<file path="config.mk">
export PLATFORM = sky130hd
export DESIGN_NAME = cart_loader_top
export DESIGN_NICKNAME = d
export VERILOG_FILES = /design/src/cart_pkg.sv /design/src/bank_mapper.sv /design/src/cart_loader_top.sv /design/src/cheat_loader.sv /design/src/rom_load_monitor.sv
export VERILOG_INCLUDE_DIRS = /design/src
export SDC_FILE = /design/constraint.sdc
export NUM_CORES = 1
export LEC_CHECK = 0
export ABC_AREA = 1
export BUFFER_PORTS_ARGS = -buffer_cell sky130_fd_sc_hd__buf_2
export CAP_MARGIN = 25
export CELL_PAD_IN_SITES_DETAIL_PLACEMENT = 0
export CELL_PAD_IN_SITES_GLOBAL_PLACEMENT = 1
export CORE_AREA = 4 4 153 155
export DETAILED_ROUTE_END_ITERATION = 12
export DIE_AREA = 0 0 157 159
export GPL_TIMING_DRIVEN = 0
export HOLD_SLACK_MARGIN = 0.15
export PLACE_DENSITY = 0.71
export REMOVE_ABC_BUFFERS = 1
export SLEW_MARGIN = 20
export SYNTH_ARGS = -nofsm -noshare
export SYNTH_HDL_FRONTEND = slang
export SYNTH_HIERARCHICAL = 1
export SYNTH_SLANG_ARGS = --single-unit
export TNS_END_PERCENT = 20
</file>
<file path="constraint.sdc">
create_clock -name clk_sys -period 2.09 [get_ports clk_sys]
set_clock_uncertainty 0.1 [all_clocks]
set_input_delay 0 -clock clk_sys [delete_from_list [all_inputs] [get_ports clk_sys]]
set_output_delay 0 -clock clk_sys [all_outputs]
set_load 0.05 [all_outputs]
</file>
<file path="src/cart_defs.svh">
// Cartridge loader constants

`ifndef CART_DEFS_SVH
`define CART_DEFS_SVH

////////////////////////////////////////////////////////////////////////////
// Download port

`define CART_ADDR_W           25       // Byte address from host
`define CART_DATA_W           16       // One download word

// Download index decode
`define CART_IDX_ROM_MAX      6'h01    // Low six index bits, ROM loads
`define CART_IDX_CART_BIT     6        // Set for cartridge mode loads
`define CART_IDX_CHEAT        8'hFF    // Cheat code download

////////////////////////////////////////////////////////////////////////////
// ROM header and size

`define CART_HDR_REGION_ADDR  25'h1F0  // Region letter in header

// Mask covers address bits 23..13
`define CART_MASK_LSB         13

////////////////////////////////////////////////////////////////////////////
// Cartridge bus and mapper

`define CART_VA_W             23       // Word address, bits 23..1
`define CART_BANK_W           5        // 512 KB bank number
`define CART_NUM_BANKS        8

////////////////////////////////////////////////////////////////////////////
// Cheat code word offsets (byte offsets within one code)

`define CART_CHEAT_OFS_FIRST  4'h0     // Flags low word, starts a code
`define CART_CHEAT_OFS_LAST   4'hE     // Replace high word, code complete

`endif

</file>
<file path="src/cart_pkg.sv">
// Cartridge loader types

`default_nettype none

`include "cart_defs.svh"

package cart_pkg;

	// One cheat code as seen by the consumer.
	// Declared MSB first, so flags sit in the lowest word pair
	typedef struct packed {
		logic [31:0] replace;  // Words 7:6
		logic [31:0] compare;  // Words 5:4
		logic [31:0] address;  // Words 3:2
		logic [31:0] flags;    // Words 1:0
	} cheat_fields_t;

	// Same 128 bits, written as download words (byte offset / 2).
	// High half of each field comes at the higher offset
	typedef union packed {
		logic [7:0][`CART_DATA_W-1:0] words;
		cheat_fields_t                fields;
	} cheat_code_t;

	// Console region as requested from the ROM header
	typedef enum logic [1:0] {
		REGION_JP = 2'd0,
		REGION_US = 2'd1,
		REGION_EU = 2'd2
	} region_t;

endpackage

`default_nettype wire

</file>
<file path="src/bank_mapper.sv">
// Bank mapper for large cartridges

`timescale 1ns/100ps
`default_nettype none

`include "cart_defs.svh"

module bank_mapper (
	input  wire                              clk_sys,
	input  wire                              rst,
	input  wire                              rom_downloading,
	input  wire [`CART_VA_W:`CART_MASK_LSB]  rom_mask,
	input  wire                              page_ce_n,
	input  wire                              bus_rnw,
	input  wire [`CART_VA_W:1]               bus_va,
	input  wire [`CART_DATA_W-1:0]           bus_wdata,
	output logic [`CART_VA_W:1]              rom_va
);
	localparam int SEL_W = $clog2(`CART_NUM_BANKS);

	logic [`CART_NUM_BANKS-1:0][`CART_BANK_W-1:0] banks;

	logic                    page_ce_q;
	logic                    bank_wr;    // Page write seen, applied next edge
	logic [SEL_W-1:0]        bank_sel;
	logic [`CART_BANK_W-1:0] bank_data;
	logic                    big_rom;

	assign big_rom = |rom_mask[`CART_VA_W -: 2];  // Over 4 MB

	////////////////////////////////////////////////////////////////////////////
	// Page register strobe

	always_ff @(posedge clk_sys) begin
		if (rst) begin
			page_ce_q <= 1'b1;
			bank_wr   <= 1'b0;
		end else begin
			page_ce_q <= page_ce_n;
			// Register 0 is not a bank
			bank_wr   <= page_ce_q && !page_ce_n && !bus_rnw && (|bus_va[SEL_W:1]);
		end
	end

	always_ff @(posedge clk_sys) begin
		bank_sel  <= bus_va[SEL_W:1];
		bank_data <= bus_wdata[`CART_BANK_W-1:0];
	end

	// Identity map until a large ROM remaps it
	always_ff @(posedge clk_sys) begin
		if (rst || rom_downloading) begin
			for (int i = 0; i < `CART_NUM_BANKS; i++)
				banks[i] <= `CART_BANK_W'(i);
		end else if (bank_wr && big_rom) begin
			banks[bank_sel] <= bank_data;
		end
	end

	////////////////////////////////////////////////////////////////////////////
	// Banked ROM address

	// Top address bits pick a bank, then wrap to the ROM size
	assign rom_va = {banks[bus_va[21:19]], bus_va[18:1]}
		& {rom_mask, {(`CART_MASK_LSB-1){1'b1}}};

	a_banks_small_rom: assert property (@(posedge clk_sys)
		disable iff (rst || rom_downloading)
		(rom_mask[`CART_VA_W -: 2] == 2'b00) |=> $stable(banks));

endmodule

`default_nettype wire

</file>
<file path="src/cart_loader_top.sv">
// Cartridge loader top level

`timescale 1ns/100ps
`default_nettype none

`include "cart_defs.svh"

module cart_loader_top (
	input  wire                                 clk_sys,
	input  wire                                 rst,

	// Download from host
	input  wire                                 ioctl_download,
	input  wire [7:0]                           ioctl_index,
	input  wire                                 ioctl_wr,
	input  wire [`CART_ADDR_W-1:0]              ioctl_addr,
	input  wire [`CART_DATA_W-1:0]              ioctl_data,

	// Cartridge bus from console
	input  wire                                 page_ce_n,
	input  wire                                 bus_rnw,
	input  wire [`CART_VA_W:1]                  bus_va,
	input  wire [`CART_DATA_W-1:0]              bus_wdata,

	output cart_pkg::cheat_code_t               cheat_code,
	output logic                                cheat_strobe,
	output cart_pkg::region_t                   region_req,
	output logic                                region_set,
	output logic                                rom_downloading,
	output logic [`CART_VA_W:`CART_MASK_LSB]    rom_mask,
	output logic [`CART_VA_W:1]                 rom_va
);

	cheat_loader i_cheat_loader (
		.clk_sys        (clk_sys),
		.rst            (rst),
		.ioctl_download (ioctl_download),
		.ioctl_index    (ioctl_index),
		.ioctl_wr       (ioctl_wr),
		.ioctl_addr     (ioctl_addr),
		.ioctl_data     (ioctl_data),
		.cheat_code     (cheat_code),
		.cheat_strobe   (cheat_strobe)
	);

	rom_load_monitor i_rom_load_monitor (
		.clk_sys         (clk_sys),
		.rst             (rst),
		.ioctl_download  (ioctl_download),
		.ioctl_index     (ioctl_index),
		.ioctl_wr        (ioctl_wr),
		.ioctl_addr      (ioctl_addr),
		.ioctl_data      (ioctl_data),
		.rom_downloading (rom_downloading),
		.rom_mask        (rom_mask),
		.region_req      (region_req),
		.region_set      (region_set)
	);

	// Mask and load state from the monitor steer the mapper
	bank_mapper i_bank_mapper (
		.clk_sys         (clk_sys),
		.rst             (rst),
		.rom_downloading (rom_downloading),
		.rom_mask        (rom_mask),
		.page_ce_n       (page_ce_n),
		.bus_rnw         (bus_rnw),
		.bus_va          (bus_va),
		.bus_wdata       (bus_wdata),
		.rom_va          (rom_va)
	);

endmodule

`default_nettype wire

</file>
<file path="src/cheat_loader.sv">
// Cheat code assembler

`timescale 1ns/100ps
`default_nettype none

`include "cart_defs.svh"

module cheat_loader (
	input  wire                     clk_sys,
	input  wire                     rst,
	input  wire                     ioctl_download,
	input  wire [7:0]               ioctl_index,
	input  wire                     ioctl_wr,
	input  wire [`CART_ADDR_W-1:0]  ioctl_addr,
	input  wire [`CART_DATA_W-1:0]  ioctl_data,
	output cart_pkg::cheat_code_t   cheat_code,
	output logic                    cheat_strobe
);
	import cart_pkg::*;

	logic        code_wr;    // Word write into the current code
	cheat_code_t code_next;

	assign code_wr = ioctl_download && (ioctl_index == `CART_IDX_CHEAT) && ioctl_wr;

	// Offset 0 opens a new code, so stale flags never leak into it
	always_comb begin
		code_next = cheat_code;
		if (ioctl_addr[3:0] == `CART_CHEAT_OFS_FIRST)
			code_next.fields.flags = '0;
		code_next.words[ioctl_addr[3:1]] = ioctl_data;
	end

	always_ff @(posedge clk_sys) begin
		if (code_wr)
			cheat_code <= code_next;
	end

	// Last word written, hand the code on
	always_ff @(posedge clk_sys) begin
		if (rst) begin
			cheat_strobe <= 1'b0;
		end else begin
			cheat_strobe <= code_wr && (ioctl_addr[3:0] == `CART_CHEAT_OFS_LAST);
		end
	end

	////////////////////////////////////////////////////////////////////////////
	// Checks

	// One code per eight-word group, never back to back
	a_strobe_single: assert property (@(posedge clk_sys) disable iff (rst)
		cheat_strobe |=> !cheat_strobe);

endmodule

`default_nettype wire

</file>
<file path="src/rom_load_monitor.sv">
// ROM download monitor

`timescale 1ns/100ps
`default_nettype none

`include "cart_defs.svh"

module rom_load_monitor (
	input  wire                                 clk_sys,
	input  wire                                 rst,
	input  wire                                 ioctl_download,
	input  wire [7:0]                           ioctl_index,
	input  wire                                 ioctl_wr,
	input  wire [`CART_ADDR_W-1:0]              ioctl_addr,
	input  wire [`CART_DATA_W-1:0]              ioctl_data,
	output logic                                rom_downloading,
	output logic [`CART_VA_W:`CART_MASK_LSB]    rom_mask,
	output cart_pkg::region_t                   region_req,
	output logic                                region_set
);
	import cart_pkg::*;

	logic old_download;
	logic dl_start;
	logic dl_end;
	logic rom_wr;

	assign rom_downloading = ioctl_download && (ioctl_index[5:0] <= `CART_IDX_ROM_MAX);

	assign dl_start = rom_downloading && !old_download;
	assign dl_end   = old_download && !rom_downloading;
	assign rom_wr   = rom_downloading && ioctl_wr;

	////////////////////////////////////////////////////////////////////////////
	// Header region letter

	always_ff @(posedge clk_sys) begin
		if (rst) begin
			old_download <= 1'b0;
			region_req   <= REGION_JP;
			region_set   <= 1'b0;
		end else begin
			old_download <= rom_downloading;

			if (dl_start || dl_end)
				region_set <= 1'b0;  // Header state starts empty

			if (rom_wr && ioctl_addr == `CART_HDR_REGION_ADDR) begin
				region_set <= 1'b1;
				if (ioctl_data[7:0] == "U")
					region_req <= REGION_US;
				else if (ioctl_data[7:0] == "J")
					region_req <= REGION_JP;
				else
					region_req <= REGION_EU;  // Anything else plays as Europe
			end
		end
	end

	////////////////////////////////////////////////////////////////////////////
	// ROM size mask

	// Highest address bits seen so far give the ROM size
	always_ff @(posedge clk_sys) begin
		if (rst) begin
			rom_mask <= '0;
		end else if (rom_wr && ioctl_index[`CART_IDX_CART_BIT]) begin
			if (ioctl_addr == '0)
				rom_mask <= '0;
			else
				rom_mask <= rom_mask | ioctl_addr[`CART_VA_W:`CART_MASK_LSB];
		end
	end

	// Region request only comes out of a header seen during a ROM load
	a_region_in_load: assert property (@(posedge clk_sys) disable iff (rst)
		$rose(region_set) |-> $past(rom_downloading));

endmodule

`default_nettype wire

</file>
==> metrics.md <==
| Metric | Value |
|---|---|
| Syn Area/Cell | `10.4 sq um` |
| Synth area leader | `edfxtp_1` |
| Starting DRC count in detailed routing | `313` |
| DRC | `0` |
| Pwr Total | `0.00784 W` |
| Critical Path Sink Type | `register` |
| Syn Std Cell Area | `7580 sq um` |
| Uppermost routed layer | `met4` |
| H-tree levels | `4` |
| Via count | `6079` |
| Vias in the first global route | `6085` |
| Final Hold Violating Endpoints | `0` |
| Worst hold stages | `5` |
| Chip height | `159 microns` |
| Worst-Margin Slew | `0.898 ns` |
| FF+latch count, synth | `194` |
| Clock Latency Late Sink | `0.43 ns` |
| Core Area | `21800 sq um` |
| Largest net degree at the start of global routing | `28` |
| Die width | `157 microns` |
| CTS tree | `built` |
| Worst Path Class, Setup | `primary input to register` |
| Die area | `25000 sq um` |
| Antenna cells | `0` |
| WP data required | `2.11 ns` |
| Worst min-delay path class | `primary input to register` |
| CTS root buf | `clkbuf_16` |
| Final worst path period share | `95.0%` |
| First drt pass iteration count | `4` |
| Area contributors post-synth | `edfxtp_1, dfxtp_1, nor2_1, nand2_1, inv_1` |
| Initial Util | `34.7%` |
| GR Overflow Total | `0` |
| Hold_ws | `0.172 ns` |
| Ys Warns | `6` |
| Fin nets | `1154` |
| DP HPWL | `15.6 mm` |
| I/O pins | `261` |
| Area Growth Syn to Fin | `40.8%` |
| Number of port buffers | `229` |
| Fraction of layout cells with a size suffix above 1 | `30.1%` |
| Crit path DAT | `2.00 ns` |
| Met3 WL post-DR | `1.43 mm` |
| Critical path, cell by cell | `dlygate4sd3_1 > buf_2 > nor2_4 > inv_1 > o21a_1 > nor2_2 > dlygate4sd3_1` |
| Total Routing Usage GR | `17.5%` |
| FILL cells | `2020` |
| Peak VDD IR | `0.489 mV` |
| Max_cap viols | `0` |
| Synth unique cells | `30` |
| Critical path launch point type | `primary input` |
| Via density | `4.49` |
| Max Buffers Root-to-Sink | `2` |
| # rows | `54` |
| Clock sinks | `194` |
| Post-synth top area share | `50.7%` |
| Slew margin rel. | `40.1%` |
| Power Density | `734 nW/um^2` |
| Crit path time final | `1.99 ns` |
| Outcome | `finished clean` |
| Gpl congestion | `0.807` |
| Final number of max-transition violations | `0` |
| CP Max Fanout | `5` |
| Met2 WL | `10.6 mm` |
| Wire length per cell | `16.3 microns` |
| F_max | `504 MHz` |
| Worst-path clk slew | `0.08 ns` |
| Initial antenna violation count | `0` |
| Post-CTS Repair Setup Buffers | `0` |
| Worst R2R Path Depth | `4` |
| Pleak | `4.63 nW` |
| Slowest cell on the critical path | `dlygate4sd3_1` |
| Number of buffers created by CTS | `17` |
| M1 wire length | `9.75 mm` |
| Most used cell, CP | `dlygate4sd3_1` |
| Seq/Total Area, Yosys | `68.1%` |
| Final ANT Viol Nets | `0` |
| Post-Synthesis Cells | `732` |
| Drt total wl | `22.0 mm` |
| Crit-path max cell delay | `0.66 ns` |
| First-pass GRT wire length | `34.0 mm` |
| Setup-failing EPs final | `0` |
placed cells by master (no fill, tap or decap), types with 2 or more instances in the layout:
cell and count:
nand3_1 55, nor2_4 10, o21ai_1 9, dfxtp_1 66, nor2_1 130, clkinv_8 4, buf_2 229, or2_2 3
inv_2 7, nor2_2 23, nand2_2 4, inv_6 3, clkbuf_16 17, nor3_1 7, nand2_4 2, inv_1 96
inv_8 5, clkinv_4 2, edfxtp_1 128, buf_8 6, nand4_1 4, a21oi_1 12, dlygate4sd3_1 103, nand2_1 121
o21ai_0 14
per-layer routing:
layer	track usage (%)	vias to the layer above
li1	-	2996
met1	23.2	2846
met2	29.2	217
met3	3.70	20
met4	4.42	0
met5	0	-
layout make-up:
| type | instances | area, sq um | area share (%) |
|---|---|---|---|
| clock buffer | 17 | 425 | 3.99 |
| multi-input combinational | 402 | 1850 | 17.3 |
| inverter | 104 | 390 | 3.66 |
| sequential | 194 | 5160 | 48.4 |
| timing repair buffer | 341 | 2320 | 21.7 |
| tap | 280 | 350 | 3.28 |
| clock inverter | 15 | 173 | 1.62 |
flip-flops by register name, indices dropped and copies added (netlist names):
signal,count
i_bank_mapper/bank_data,5
i_rom_load_monitor/region_set,1
i_rom_load_monitor/region_req,2
i_bank_mapper/banks,40
i_rom_load_monitor/rom_mask,11
i_cheat_loader/cheat_strobe,1
i_bank_mapper/bank_wr,1
i_bank_mapper/page_ce_q,1
i_bank_mapper/bank_sel,3
i_rom_load_monitor/old_download,1
i_cheat_loader/cheat_code,128
worst paths after layout:
path	from	to	slack, ns
max	ioctl_addr[2]	i_cheat_loader/cheat_code[19]	0.10
min	ioctl_index[7]	i_cheat_loader/cheat_code[1]	0.17
max reg2reg	i_rom_load_monitor/rom_mask[23]	i_bank_mapper/banks[28]	0.32
min reg2reg	i_bank_mapper/banks[35]	i_bank_mapper/banks[35]	0.36
where the power goes:
| group | total [W] | switching (W) | internal (W) |
|---|---|---|---|
| Sequential | 0.00410 | 0.0000240 | 0.00408 |
| Clock | 0.00324 | 0.00162 | 0.00162 |
| Combinational | 0.000497 | 0.000285 | 0.000212 |
metrics by stage:
step / utilization [%] / setup WS, ns / setup TNS (ns) / std cells / instance area [sq um]
6_report: 48.9 / 0.105 / 0 / 1353 / 10700
5_1_grt: 48.9 / -0.0101 / -0.0543 / 1353 / 10700
4_1_cts: 48.8 / 0.0257 / 0 / 1353 / 10700
3_5_place_dp: 41.3 / 0.210 / 0 / 1217 / 9020
3_3_place_gp: 40.6 / -0.921 / -74.20 / 1209 / 8860
2_1_floorplan: - / 0.0265 / 0 / 700 / 7370
critical path: cells and delay by family:
family,cells,cell delay [ns]
buf+inv,4,1.48
simple gates,2,0.35
compound gates,1,0.18
timing repair:
action,CTS,global route
hold endpoints to repair,254,2
setup endpoints to repair,0,25
resized for setup,0,4
hold buffers,104,1
cell usage after synthesis:
cell type	n
nor2_1	139
edfxtp_1	128
nand2_1	121
inv_1	96
dfxtp_1	66
nand3_1	55
nor2_2	16
o21ai_0	14
buf_4	13
a21oi_1	12
buf_2	11
o21ai_1	9
nor2_4	8
inv_2	7
nor3_1	7
buf_6	4
nand2_2	4
nand4_1	4
clkbuf_1	3
or2_2	3
nand2_4	2
o21ai_2	2
buf_1	1
clkinv_1	1
nand3_2	1
nand4_2	1
nor4_1	1
o21a_1	1
o21a_2	1
or2_1	1
cells by family (layout without fill, tap and decap cells):
logic type      Yosys count  in the layout  synth area share, %
simple gates            363            363                 21.1
flops                   194            194                 68.1
buf+inv                 136            477                 7.96
compound gates           39             39                 2.76
Note: power is estimated with default switching activity, not from simulation.
